### config.mk
export PLATFORM = sky130hd
export DESIGN_NAME = rv_core
export DESIGN_NICKNAME = d
export VERILOG_FILES = /design/src/design/rv_pkg.sv /design/src/design/rv_redirect_if.sv /design/src/design/rv_result_if.sv /design/src/design/rv_fetch.sv /design/src/design/rv_decode.sv /design/src/design/rv_execute.sv /design/src/design/rv_memwb.sv /design/src/design/rv_core.sv
export SDC_FILE = /design/constraint.sdc
export NUM_CORES = 2
export LEC_CHECK = 0
export ABC_AREA = 1
export BUFFER_PORTS_ARGS = -buffer_cell sky130_fd_sc_hd__buf_4
export CAP_MARGIN = 20
export CELL_PAD_IN_SITES_DETAIL_PLACEMENT = 0
export CELL_PAD_IN_SITES_GLOBAL_PLACEMENT = 1
export CORE_MARGIN = 2
export CORE_UTILIZATION = 40
export DETAILED_ROUTE_END_ITERATION = 8
export MAX_ROUTING_LAYER = met4
export PLACE_DENSITY = 0.64
export SYNTH_ARGS = -nofsm -noshare
export SYNTH_HDL_FRONTEND = slang
export SYNTH_SLANG_ARGS = --single-unit
### constraint.sdc
create_clock -name clk -period 7.25 [get_ports clk]
set_input_delay 1.0875 -clock clk [delete_from_list [all_inputs] [get_ports clk]]
set_output_delay 1.0875 -clock clk [all_outputs]
set_load 0.005 [all_outputs]
### src/design/rv_pkg.sv
// shared types and constants for the five-stage rv32i core
// every stage refers to these through rv_pkg:: scoped names
package rv_pkg;

    localparam int xlen       = 32;   // data and address width
    localparam int reg_addr_w = 5;    // register index width

    // ----------------------------------------------------------
    // encodings
    // ----------------------------------------------------------
    typedef enum logic [6:0] {
        op_r      = 7'b0110011,   // add sub and or
        op_imm    = 7'b0010011,   // addi
        op_load   = 7'b0000011,   // lw
        op_store  = 7'b0100011,   // sw
        op_branch = 7'b1100011    // beq bne blt bge
    } opcode_e;

    typedef enum logic [1:0] {
        alu_add,    // zero value, so a bubble decodes as add
        alu_sub,
        alu_and,
        alu_or
    } alu_op_e;

    typedef enum logic [2:0] {
        br_none,    // zero value, not a branch
        br_eq,
        br_ne,
        br_lt,      // signed
        br_ge       // signed
    } branch_e;

    // ----------------------------------------------------------
    // pipeline registers, all-zero value is a bubble
    // ----------------------------------------------------------
    typedef struct packed {
        logic [xlen-1:0] pc;
        logic [31:0]     inst;
    } if_id_t;

    typedef struct packed {
        logic [xlen-1:0]       pc;
        logic [xlen-1:0]       rs1_val;
        logic [xlen-1:0]       rs2_val;
        logic [xlen-1:0]       imm;
        logic [reg_addr_w-1:0] rs1;
        logic [reg_addr_w-1:0] rs2;
        logic [reg_addr_w-1:0] rd;
        alu_op_e               alu_op;
        branch_e               branch;
        logic                  alu_src;     // second alu input is imm
        logic                  use_rs2;     // rs2 is a real source
        logic                  mem_read;
        logic                  mem_write;
        logic                  reg_write;
    } id_ex_t;

    typedef struct packed {
        logic [xlen-1:0]       alu_result;  // also the memory address
        logic [xlen-1:0]       store_data;
        logic [reg_addr_w-1:0] rd;
        logic                  mem_read;
        logic                  mem_write;
        logic                  reg_write;
    } ex_mem_t;

    typedef struct packed {
        logic [xlen-1:0]       value;       // already muxed load or alu
        logic [reg_addr_w-1:0] rd;
        logic                  reg_write;
    } mem_wb_t;

endpackage

### src/design/rv_redirect_if.sv
// control path between front end and back end
// back end redirects fetch on a taken branch, decode requests a load-use stall
`timescale 1ns/1ns

interface rv_redirect_if;

    logic                    branch_taken;   // from ex, wins over stall
    logic [rv_pkg::xlen-1:0] branch_target;  // pc + imm of the branch
    logic                    load_stall;     // from id, hold pc and if/id

    // fetch and decode both sit on the front side
    modport front (
        input  branch_taken,
        input  branch_target,
        output load_stall
    );

    modport back (
        output branch_taken,
        output branch_target
    );

endinterface

### src/design/rv_result_if.sv
// result buses from the mem and wb stages
// used by execute for forwarding and by the register file for writeback
`timescale 1ns/1ns

interface rv_result_if;

    logic [rv_pkg::reg_addr_w-1:0] mem_rd;
    logic                          mem_reg_write;
    logic [rv_pkg::xlen-1:0]       mem_value;      // ex/mem alu result
    logic [rv_pkg::reg_addr_w-1:0] wb_rd;
    logic                          wb_reg_write;
    logic [rv_pkg::xlen-1:0]       wb_value;       // final writeback data

    modport memwb (
        output mem_rd, mem_reg_write, mem_value,
        output wb_rd, wb_reg_write, wb_value
    );

    modport exec (
        input mem_rd, mem_reg_write, mem_value,
        input wb_rd, wb_reg_write, wb_value
    );

    modport regfile (input wb_rd, wb_reg_write, wb_value);

endinterface

### src/design/rv_fetch.sv
// fetch stage: pc register, instruction memory address and if/id register
// a taken branch reloads the pc and flushes if/id, a load-use stall holds both
`timescale 1ns/1ns

module rv_fetch (
    input  logic                    clk,
    input  logic                    reset_b,
    rv_redirect_if.front            redirect,
    output logic [rv_pkg::xlen-1:0] imem_addr,
    input  logic [31:0]             imem_data,
    output rv_pkg::if_id_t          if_id
);

    logic [rv_pkg::xlen-1:0] pc;

    assign imem_addr = pc;    // byte address, always word aligned

    // ----------------------------------------------------------
    // program counter
    // ----------------------------------------------------------
    always_ff @(posedge clk or negedge reset_b) begin
        if (!reset_b) begin
            pc <= '0;
        end else if (redirect.branch_taken) begin
            pc <= redirect.branch_target;
        end else if (!redirect.load_stall) begin
            pc <= pc + 32'd4;
        end
        // else hold for the stall
    end

    // if/id, flush wins over hold
    always_ff @(posedge clk or negedge reset_b) begin
        if (!reset_b) begin
            if_id <= '0;
        end else if (redirect.branch_taken) begin
            if_id <= '0;                        // shadow slot becomes bubble
        end else if (!redirect.load_stall) begin
            if_id.pc   <= pc;
            if_id.inst <= imem_data;
        end
    end

endmodule

### src/design/rv_decode.sv
// decode stage: control decoder, immediate generator, register file
// also detects load-use hazards and holds the id/ex register
`timescale 1ns/1ns

module rv_decode (
    input  logic           clk,
    input  logic           reset_b,
    input  rv_pkg::if_id_t if_id,
    rv_redirect_if.front   redirect,
    rv_result_if.regfile   result,
    output rv_pkg::id_ex_t id_ex
);

    logic [rv_pkg::xlen-1:0]       regs [32];   // x0 entry never written
    logic [rv_pkg::reg_addr_w-1:0] rs1, rs2, rd;
    logic [2:0]                    funct3;
    logic                          funct7_b5;
    logic [rv_pkg::xlen-1:0]       imm_i, imm_s, imm_b;
    rv_pkg::id_ex_t                id_ex_d;

    // instruction fields
    assign rs1       = if_id.inst[19:15];
    assign rs2       = if_id.inst[24:20];
    assign rd        = if_id.inst[11:7];
    assign funct3    = if_id.inst[14:12];
    assign funct7_b5 = if_id.inst[30];     // sub vs add

    // ----------------------------------------------------------
    // immediates, sign extended
    // ----------------------------------------------------------
    assign imm_i = {{20{if_id.inst[31]}}, if_id.inst[31:20]};
    assign imm_s = {{20{if_id.inst[31]}}, if_id.inst[31:25], if_id.inst[11:7]};
    assign imm_b = {{19{if_id.inst[31]}}, if_id.inst[31], if_id.inst[7],
                    if_id.inst[30:25], if_id.inst[11:8], 1'b0};   // already << 1

    // ----------------------------------------------------------
    // main decoder
    // ----------------------------------------------------------
    always_comb begin
        id_ex_d     = '0;          // unknown opcode acts as a bubble
        id_ex_d.pc  = if_id.pc;
        id_ex_d.rs1 = rs1;
        id_ex_d.rs2 = rs2;
        id_ex_d.rd  = rd;
        // regfile read with write-first bypass from wb
        id_ex_d.rs1_val = (rs1 == '0) ? '0 :
            (result.wb_reg_write && result.wb_rd == rs1) ? result.wb_value : regs[rs1];
        id_ex_d.rs2_val = (rs2 == '0) ? '0 :
            (result.wb_reg_write && result.wb_rd == rs2) ? result.wb_value : regs[rs2];
        case (rv_pkg::opcode_e'(if_id.inst[6:0]))
            rv_pkg::op_r: begin
                id_ex_d.use_rs2   = 1'b1;
                id_ex_d.reg_write = 1'b1;
                case (funct3)
                    3'b111:  id_ex_d.alu_op = rv_pkg::alu_and;
                    3'b110:  id_ex_d.alu_op = rv_pkg::alu_or;
                    default: id_ex_d.alu_op = funct7_b5 ? rv_pkg::alu_sub : rv_pkg::alu_add;
                endcase
            end
            rv_pkg::op_imm: begin          // addi only
                id_ex_d.imm       = imm_i;
                id_ex_d.alu_src   = 1'b1;
                id_ex_d.reg_write = 1'b1;
            end
            rv_pkg::op_load: begin
                id_ex_d.imm       = imm_i;
                id_ex_d.alu_src   = 1'b1;
                id_ex_d.mem_read  = 1'b1;
                id_ex_d.reg_write = 1'b1;
            end
            rv_pkg::op_store: begin
                id_ex_d.imm       = imm_s;
                id_ex_d.alu_src   = 1'b1;
                id_ex_d.use_rs2   = 1'b1;  // store data
                id_ex_d.mem_write = 1'b1;
            end
            rv_pkg::op_branch: begin
                id_ex_d.imm     = imm_b;
                id_ex_d.use_rs2 = 1'b1;
                case (funct3)
                    3'b000:  id_ex_d.branch = rv_pkg::br_eq;
                    3'b001:  id_ex_d.branch = rv_pkg::br_ne;
                    3'b100:  id_ex_d.branch = rv_pkg::br_lt;
                    3'b101:  id_ex_d.branch = rv_pkg::br_ge;
                    default: id_ex_d.branch = rv_pkg::br_none;   // unsigned forms
                endcase
            end
            default: ;
        endcase
    end

    // load in ex feeding this instruction, x0 never stalls
    assign redirect.load_stall = id_ex.mem_read && (id_ex.rd != '0) &&
        ((id_ex.rd == rs1) || (id_ex_d.use_rs2 && (id_ex.rd == rs2)));

    // register file write at the end of wb
    always_ff @(posedge clk) begin
        if (result.wb_reg_write && result.wb_rd != '0) begin
            regs[result.wb_rd] <= result.wb_value;
        end
    end

    // id/ex, bubble on stall or flush
    always_ff @(posedge clk or negedge reset_b) begin
        if (!reset_b) begin
            id_ex <= '0;
        end else if (redirect.branch_taken || redirect.load_stall) begin
            id_ex <= '0;
        end else begin
            id_ex <= id_ex_d;
        end
    end

endmodule

### src/design/rv_execute.sv
// execute stage: forwarding, alu, branch resolution and the ex/mem register
// a taken branch here redirects fetch and flushes the two younger stages
`timescale 1ns/1ns

module rv_execute (
    input  logic            clk,
    input  logic            reset_b,
    input  rv_pkg::id_ex_t  id_ex,
    rv_redirect_if.back     redirect,
    rv_result_if.exec       result,
    output rv_pkg::ex_mem_t ex_mem
);

    logic                    fwd_a_mem, fwd_a_wb;
    logic                    fwd_b_mem, fwd_b_wb;
    logic [rv_pkg::xlen-1:0] op_a, op_b;      // forwarded rs1 / rs2
    logic [rv_pkg::xlen-1:0] alu_in2;
    logic [rv_pkg::xlen-1:0] alu_result;
    logic                    eq, lt;

    // ----------------------------------------------------------
    // forwarding unit, ex/mem beats mem/wb, rd zero never forwards
    // ----------------------------------------------------------
    assign fwd_a_mem = result.mem_reg_write && (result.mem_rd != '0) &&
                       (result.mem_rd == id_ex.rs1);
    assign fwd_a_wb  = result.wb_reg_write && (result.wb_rd != '0) &&
                       (result.wb_rd == id_ex.rs1);
    assign fwd_b_mem = id_ex.use_rs2 && result.mem_reg_write &&
                       (result.mem_rd != '0) && (result.mem_rd == id_ex.rs2);
    assign fwd_b_wb  = id_ex.use_rs2 && result.wb_reg_write &&
                       (result.wb_rd != '0) && (result.wb_rd == id_ex.rs2);

    assign op_a = fwd_a_mem ? result.mem_value :
                  fwd_a_wb  ? result.wb_value  : id_ex.rs1_val;
    assign op_b = fwd_b_mem ? result.mem_value :
                  fwd_b_wb  ? result.wb_value  : id_ex.rs2_val;

    assign alu_in2 = id_ex.alu_src ? id_ex.imm : op_b;   // addr offset or addi imm

    // alu
    always_comb begin
        case (id_ex.alu_op)
            rv_pkg::alu_sub: alu_result = op_a - alu_in2;
            rv_pkg::alu_and: alu_result = op_a & alu_in2;
            rv_pkg::alu_or:  alu_result = op_a | alu_in2;
            default:         alu_result = op_a + alu_in2;
        endcase
    end

    // ----------------------------------------------------------
    // branch unit, signed compare on forwarded operands
    // ----------------------------------------------------------
    assign eq = (op_a == op_b);
    assign lt = ($signed(op_a) < $signed(op_b));

    always_comb begin
        case (id_ex.branch)
            rv_pkg::br_eq: redirect.branch_taken = eq;
            rv_pkg::br_ne: redirect.branch_taken = !eq;
            rv_pkg::br_lt: redirect.branch_taken = lt;
            rv_pkg::br_ge: redirect.branch_taken = !lt;
            default:       redirect.branch_taken = 1'b0;
        endcase
    end

    assign redirect.branch_target = id_ex.pc + id_ex.imm;   // b imm carries the << 1

    // ex/mem, a branch leaves no write behind
    always_ff @(posedge clk or negedge reset_b) begin
        if (!reset_b) begin
            ex_mem <= '0;
        end else begin
            ex_mem.alu_result <= alu_result;
            ex_mem.store_data <= op_b;       // forwarded store data
            ex_mem.rd         <= id_ex.rd;
            ex_mem.mem_read   <= id_ex.mem_read;
            ex_mem.mem_write  <= id_ex.mem_write;
            ex_mem.reg_write  <= id_ex.reg_write;
        end
    end

endmodule

### src/design/rv_memwb.sv
// memory and writeback stage: drives the data memory port from ex/mem
// selects the load data or alu result into mem/wb and publishes both buses
`timescale 1ns/1ns

module rv_memwb (
    input  logic                    clk,
    input  logic                    reset_b,
    input  rv_pkg::ex_mem_t         ex_mem,
    rv_result_if.memwb              result,
    output logic [rv_pkg::xlen-1:0] dmem_addr,
    output logic [rv_pkg::xlen-1:0] dmem_wdata,
    output logic                    dmem_we,
    output logic                    dmem_re,
    input  logic [rv_pkg::xlen-1:0] dmem_rdata
);

    rv_pkg::mem_wb_t mem_wb;

    // data memory, strobes low in bubbles
    assign dmem_addr  = ex_mem.alu_result;
    assign dmem_wdata = ex_mem.store_data;
    assign dmem_we    = ex_mem.mem_write;
    assign dmem_re    = ex_mem.mem_read;

    always_ff @(posedge clk or negedge reset_b) begin
        if (!reset_b) begin
            mem_wb <= '0;
        end else begin
            mem_wb.value     <= ex_mem.mem_read ? dmem_rdata : ex_mem.alu_result;
            mem_wb.rd        <= ex_mem.rd;
            mem_wb.reg_write <= ex_mem.reg_write;
        end
    end

    // result buses for forwarding and the register file
    assign result.mem_rd        = ex_mem.rd;
    assign result.mem_reg_write = ex_mem.reg_write;
    assign result.mem_value     = ex_mem.alu_result;
    assign result.wb_rd         = mem_wb.rd;
    assign result.wb_reg_write  = mem_wb.reg_write;
    assign result.wb_value      = mem_wb.value;

endmodule

### src/design/rv_core.sv
// top level of the five-stage rv32i core
// instruction and data memories sit outside, on the imem_* and dmem_* ports
`timescale 1ns/1ns

module rv_core (
    input  logic                    clk,
    input  logic                    reset_b,
    output logic [rv_pkg::xlen-1:0] imem_addr,
    input  logic [31:0]             imem_data,
    output logic [rv_pkg::xlen-1:0] dmem_addr,
    output logic [rv_pkg::xlen-1:0] dmem_wdata,
    output logic                    dmem_we,
    output logic                    dmem_re,
    input  logic [rv_pkg::xlen-1:0] dmem_rdata
);

    rv_pkg::if_id_t  if_id;
    rv_pkg::id_ex_t  id_ex;
    rv_pkg::ex_mem_t ex_mem;

    rv_redirect_if redirect_i ();
    rv_result_if   result_i ();

    // ----------------------------------------------------------
    // front end
    // ----------------------------------------------------------
    rv_fetch fetch_i (
        .clk       (clk),
        .reset_b   (reset_b),
        .redirect  (redirect_i.front),
        .imem_addr (imem_addr),
        .imem_data (imem_data),
        .if_id     (if_id)
    );

    rv_decode decode_i (
        .clk      (clk),
        .reset_b  (reset_b),
        .if_id    (if_id),
        .redirect (redirect_i.front),
        .result   (result_i.regfile),
        .id_ex    (id_ex)
    );

    // ----------------------------------------------------------
    // back end
    // ----------------------------------------------------------
    rv_execute execute_i (
        .clk      (clk),
        .reset_b  (reset_b),
        .id_ex    (id_ex),
        .redirect (redirect_i.back),
        .result   (result_i.exec),
        .ex_mem   (ex_mem)
    );

    rv_memwb memwb_i (
        .clk        (clk),
        .reset_b    (reset_b),
        .ex_mem     (ex_mem),
        .result     (result_i.memwb),
        .dmem_addr  (dmem_addr),
        .dmem_wdata (dmem_wdata),
        .dmem_we    (dmem_we),
        .dmem_re    (dmem_re),
        .dmem_rdata (dmem_rdata)
    );

endmodule

== Word-level counts from Yosys, hierarchy flattened ==
Memories as Yosys holds them, arrays and structs flattened.
Cells that the tools add are included.
Storage, ports and cells
  register bits after elaboration: 359
  latch bits: 0
  memory bits (writable): 1024
  ROM bits: 0
  input bits: 66
  output and inout bits: 98
  logic and storage cells: 120
  memories kept: 1
Cells by class
  add/sub/neg operators: 4
  multipliers: 0
  div/mod/pow operators: 0
  $lt $le $gt $ge: 1
  equality and inequality tests: 27
  shifts and indexed selects: 0
  multiplexer cells: 30
  bitwise logic cells: 2
  reductions and logical operators: 29
Memory list
  decode_i.regs: words 32, width 32, rd ports 2, clocked after Yosys merged registers in 0, wr ports 1, RTL line rv_decode.sv:14  | logic [rv_pkg::xlen-1:0] regs [32];
Operators with widths (number)
  2-to-1 mux 32 bit: 12
  case mux 32 bit (3 select lines): 2
  2-to-1 mux 153 bit: 1
  2-to-1 mux 64 bit: 2
  adder 32 bit: 2
  == test 5 bit: 8
  adder 32 x 3 -> 32 bit, second input constant: 1
  bitwise AND 32 bit: 1
  == test 32 bit: 1
  less-than comparator 32 bit: 1
  bitwise OR 32 bit: 1
  subtractor 32 bit: 1
  == test 3 bit, second input constant: 5
  logical AND 1 bit: 15
  nonzero test 5 bit: 3
  == test 7 x 6 -> 1 bit, second input constant: 2
  case mux 3 bit (4 select lines): 1
  zero test 5 bit: 2
  OR reduction 3 bit: 3
  2-to-1 mux 1 bit: 8
  == test 7 x 2 -> 1 bit, second input constant: 1
  == test 7 x 5 -> 1 bit, second input constant: 1
  == test 7 bit, second input constant: 1
  == test 3 x 1 -> 1 bit, second input constant: 2
  other kinds (12): 16

== Logic depth before layout (Yosys ltp) ==
  depth in word-level cells: 10
  mapped depth: 35
  depth with buffers taken out: 33

== Worst setup path after synthesis ==
OpenSTA, ideal clock, no wires.
  path type: register -> register
  start point: register memwb_i.mem_wb (netlist bit memwb_i.result.wb_rd[3])
  end point: register execute_i.ex_mem[64] (netlist name)
  library setup time: 129 ps
  arrival time: 4449 ps
  required time: 7121 ps
  setup slack: 2672 ps
  stages on the path, launching flop included: 31
  path buffers: 2
  period minus slack after synthesis: 4578 ps
  cells stage by stage: dfrtp_1 buf_6 inv_2 nand2_1 nand2_1 nand2_1 nor2_4 nand3_4 buf_6 nand2_1 o21ai_1 nand2_1 o21ai_1 o21ai_1 ha_1 o21ai_0 inv_1 fa_1 nand3b_1 nand3_1 a21boi_0 o21ai_0 a21boi_0 o21ai_0 a21boi_0 o21ai_0 a21oi_1 o21bai_1 a21oi_1 o21ai_0 nand3_1
On the way
  word-level cells in the longest chain between the ends: 8
  elaborated cells between the ends (all ways): 17
  classes of those cells: 2 x add/sub; 2 x eq/ne; 6 x mux; 2 x bitwise; 5 x reduce/logical
RTL lines
  from (decl): RTL line rv_memwb.sv:17  | rv_pkg::mem_wb_t mem_wb;
  nonzero test 5 bit: RTL line rv_execute.sv:31  | (result.wb_rd != '0) && (result.wb_rd == id_ex.rs2);
  logical AND 1 bit: RTL line rv_execute.sv:30  | assign fwd_b_wb = id_ex.use_rs2 && result.wb_reg_write &&
  logical AND 1 bit (*): RTL line rv_execute.sv:31
  2-to-1 mux 32 bit (*): RTL line rv_execute.sv:36  | fwd_b_wb ? result.wb_value : id_ex.rs2_val;
  2-to-1 mux 32 bit (*): RTL line rv_execute.sv:35  | assign op_b = fwd_b_mem ? result.mem_value :
  via execute_i.op_b (one bit): RTL line rv_execute.sv:16  | logic [rv_pkg::xlen-1:0] op_a, op_b;
  2-to-1 mux 32 bit (*): RTL line rv_execute.sv:38  | assign alu_in2 = id_ex.alu_src ? id_ex.imm : op_b;
  adder 32 bit or subtractor 32 bit (tied branches): RTL line rv_execute.sv:46, rv_execute.sv:43
  case mux 32 bit (3 select lines) (*): RTL line rv_execute.sv:42  | case (id_ex.alu_op)
  via execute_i.alu_result (one bit): RTL line rv_execute.sv:18  | logic [rv_pkg::xlen-1:0] alu_result;
Mark *: on every way through the listed nets, which the timed path passes. The rest lies on a longest branch.
A chain may end at the register's enable or synchronous reset.

== Worst setup path in the final report ==
  start point: register memwb_i.mem_wb (netlist bit memwb_i.result.wb_rd[2])
  end point: register execute_i.ex_mem[60] (netlist name)
On the way
  word-level cells in the longest chain between the ends: 8
  elaborated cells between the ends (all ways): 17
  classes of those cells: 2 x add/sub; 2 x eq/ne; 6 x mux; 2 x bitwise; 5 x reduce/logical
RTL lines (RTL line)
  nonzero test 5 bit: rv_execute.sv:31
  logical AND 1 bit: rv_execute.sv:30
  logical AND 1 bit (*): rv_execute.sv:31
  2-to-1 mux 32 bit (*): rv_execute.sv:36
  2-to-1 mux 32 bit (*): rv_execute.sv:35
  via execute_i.op_b (one bit): rv_execute.sv:16
  2-to-1 mux 32 bit (*): rv_execute.sv:38
  adder 32 bit or subtractor 32 bit (tied branches): rv_execute.sv:46, rv_execute.sv:43
  case mux 32 bit (3 select lines) (*): rv_execute.sv:42
  via execute_i.alu_result (one bit): rv_execute.sv:18
Marked as above.

==> reports/metrics.cfg <==
[outcome]
outcome = completed

[sta]
fin_skew_ns = 0.0344
final_hold_viol_count = 0
fin_ws_ns = 1.29
maxSlewViolCount = 0
fin_crit_sh = 0.822
setup_viol = 0
maxSlewHeadroom = 0.233
setup_tns_ns = 0
fmax_mhz = 168
fin_crit_ns = 5.96
rsz0062_at_grt = false
worstMarginPinSlew_ns = 1.14
timing.hold.ws_ns = 0.333

[floorplan]
fp.coreArea_um2 = 174000
die_h_um = 423
ios = 164
rows = 153
die_w_um = 423
start_util = 0.403
dieArea_um2 = 179000

[power]
pwr-share-clk = 0.356
vdd_drop_max_uv = 189
p_switching_mw = 6.61
p_total_mw = 21.7
sequentialPowerShare = 0.463
switching_share = 0.304
p_int_mw = 15.1
power_density_nw_per_um2 = 278
p_leak_nw = 29.3
combPwrFrac = 0.181

[detailed_routing]
finalWirelength_mm = 273
vias = 58944
drt_first_pass_iters = 7
ant_nets = 0
wl_per_cell_um = 27.7
drc = 0
drt_iter0_drc = 6401
vias_per_cell = 5.98

[clocking]
post_cts_buffers = 0
ctsHoldBuffers = 0
clk_latency_ns = 0.80
cts_buffers = 159
tritoncts = yes
cts_resized = 0
clkSinkCount = 1364
clock_path_buffers = 3
cts-root-buf = clkbuf_16
cts_htree_levels = 4
clk_pin_slew_ns = 0.06

[min_path]
hold_path.class = in2async

[place]
place_area_um2 = 73300
routabilityCongestion = 0.937
pre_cts_slack_ns = 1.44
dp_hpwl_mm = 158
io_buffers = 163

[grt]
antenna_found_initial = 6
grt.total_usage = 0.308
gr-total-overflow = 0
grt_first_pass_wirelength_mm = 394
grt_pass1_vias = 56375
grt_max_degree = 173

[cells_and_area]
area_growth_pct = 11.6
drive_above_1_share = 0.0857
final_nets = 7567
fillers = 16559
final_common_cell = o21ai_0
finalInstanceArea_um2 = 78200
final_cell_mix = o21ai_0, edfxtp_1, nor2_1, a21oi_1, inv_1

[yosys]
synthArstFlopShare = 0.249
yosysUniqueCellTypes = 61
synth_edf_count = 1024
avgSynthCellArea_um2 = 9.32
synth_ff_type = edfxtp_1
synth-seq-area-share = 0.560
synth_seq_cells = 1364
syn_inst = 7522
yosysWarnings = 0
syn_area_um2 = 70100

[setup_path]
rrSetupSlack_ns = 1.29
worstPathRequired_ns = 7.91
end_kind = register
critPathLaunchType = register
reg2reg_to = execute_i.ex_mem[60]
crit_arrival_ns = 6.62
worstPathMaxFanout = 48
ff2ff_path_depth = 26
reg2reg_from = memwb_i.result.wb_rd[2]
crit_type = reg2reg

[job]
max-cap-violations = 0

[sequential cells by signal, summed over array words and instances (netlist names)]
signal                       flops
decode_i.regs                 1024
decode_i.id_ex                 134
execute_i.ex_mem                72
fetch_i.if_id                   64
fetch_i.imem_addr               32
memwb_i.result.wb_value         32
memwb_i.result.wb_rd             5
memwb_i.result.wb_reg_write      1
[worst max-delay path, cell delays in order, from the launching register on]
cell and delay, ns:
dfrtp_1 0.58, inv_2 0.16, nand2_1 0.10, nand2_1 0.05
nand2_1 0.11, nor2_4 0.06, nand3_4 0.15, buf_4 0.44
nand2_1 0.10, o21ai_0 0.09, nand2_1 0.06, o21ai_0 0.13
inv_1 0.10, o21ai_0 0.49, nor2_1 0.17, inv_1 0.08
o21ai_1 0.09, xor2_1 0.20, ha_1 0.39, a21oi_1 0.16
a21boi_0 0.65, o21ai_0 0.28, a21boi_0 0.27, o21ai_0 0.21
a21oi_1 0.32, xor2_1 0.23, o221ai_1 0.13
[how the worst max path moves through the flow]
stage                                  startpoint                   end  slack (ns)  cells past startpoint
after global placement    memwb_i.result.wb_rd[2]  execute_i.ex_mem[64]        1.52                     27
after global routing      memwb_i.result.wb_rd[3]  execute_i.ex_mem[64]        0.76                     27
after detailed placement  memwb_i.result.wb_rd[2]  execute_i.ex_mem[60]        1.44                     26
after CTS                 memwb_i.result.wb_rd[2]  execute_i.ex_mem[60]        1.44                     26
after floorplan           memwb_i.result.wb_rd[3]  execute_i.ex_mem[64]        2.67                     30
final                     memwb_i.result.wb_rd[2]  execute_i.ex_mem[60]        1.29                     26
[layout make-up]
class	instances	area [um2]	share of cell area
clock inverter	83	583	0.00745
multi-input combinational	4936	26200	0.334
tap	2325	2910	0.0372
antenna	8	20.0	0.000256
inverter	622	2370	0.0303
sequential	1364	39300	0.502
timing repair buffer	315	2570	0.0328
clock buffer	202	4320	0.0552
[per-stage QoR]
stage | utilization | instances
2_1_floorplan | - | 7553
3_3_place_gp | 0.421 | 9561
3_5_place_dp | 0.421 | 9561
4_1_cts | 0.449 | 9846
5_1_grt | 0.449 | 9851
6_report | 0.449 | 9855
[routing by layer]
metal  global-route usage  share of wire  vias up
li1                     -              -    26550
met1                0.406           0.42    29231
met2                0.477           0.46     2604
met3               0.0433          0.074      559
met4                0.129          0.046        0
met5                    -              0        -
[power by group through the flow]
stage / Combinational, mW / Clock (mW) / Sequential (mW)
6_report: 3.94 / 7.74 / 10.1
4_1_cts: 3.86 / 7.86 / 10.1
5_1_grt: 4.27 / 8.14 / 10.1
3_5_place_dp: 3.85 / 0 / 10.2
2_1_floorplan: 1.90 / 0 / 10.4
3_3_place_gp: 3.84 / 0 / 10.2
[kinds of logic (layout without fill, tap and decap cells)]
logic type / count (synthesis) / after routing / synth area share
compound gates: 2908 / 2908 / 0.227
simple gates: 1775 / 1775 / 0.107
flops: 1364 / 1364 / 0.560
buf+inv: 1253 / 1222 / 0.0724
xor+xnor: 111 / 111 / 0.0139
fa+ha+maj: 103 / 103 / 0.0186
mux: 7 / 7 / 0.00102
other cells: 1 / 40 / 0.0000535
[synth_stat cells (all sizes together), types with 7 or more instances]
| library cell | instances | share of area |
|---|---|---|
| a211oi | 24 | 0.0026 |
| a21o | 7 | 0.00075 |
| a21oi | 676 | 0.048 |
| a31oi | 14 | 0.0012 |
| buf | 160 | 0.014 |
| clkbuf | 471 | 0.025 |
| dfrtp | 340 | 0.12 |
| edfxtp | 1024 | 0.44 |
| ha | 101 | 0.018 |
| inv | 619 | 0.033 |
| nand2 | 522 | 0.028 |
| nand3 | 398 | 0.029 |
| nand4 | 27 | 0.0024 |
| nor2 | 722 | 0.039 |
| nor3 | 83 | 0.0063 |
| nor4 | 9 | 0.00080 |
| o2111ai | 26 | 0.0032 |
| o211ai | 135 | 0.014 |
| o21a | 7 | 0.00075 |
| o21ai | 1731 | 0.12 |
| o21bai | 23 | 0.0025 |
| o221ai | 112 | 0.014 |
| o22ai | 122 | 0.011 |
| xnor2 | 30 | 0.0037 |
| xor2 | 81 | 0.010 |
No activity file was read; power rests on OpenSTA's default activity.
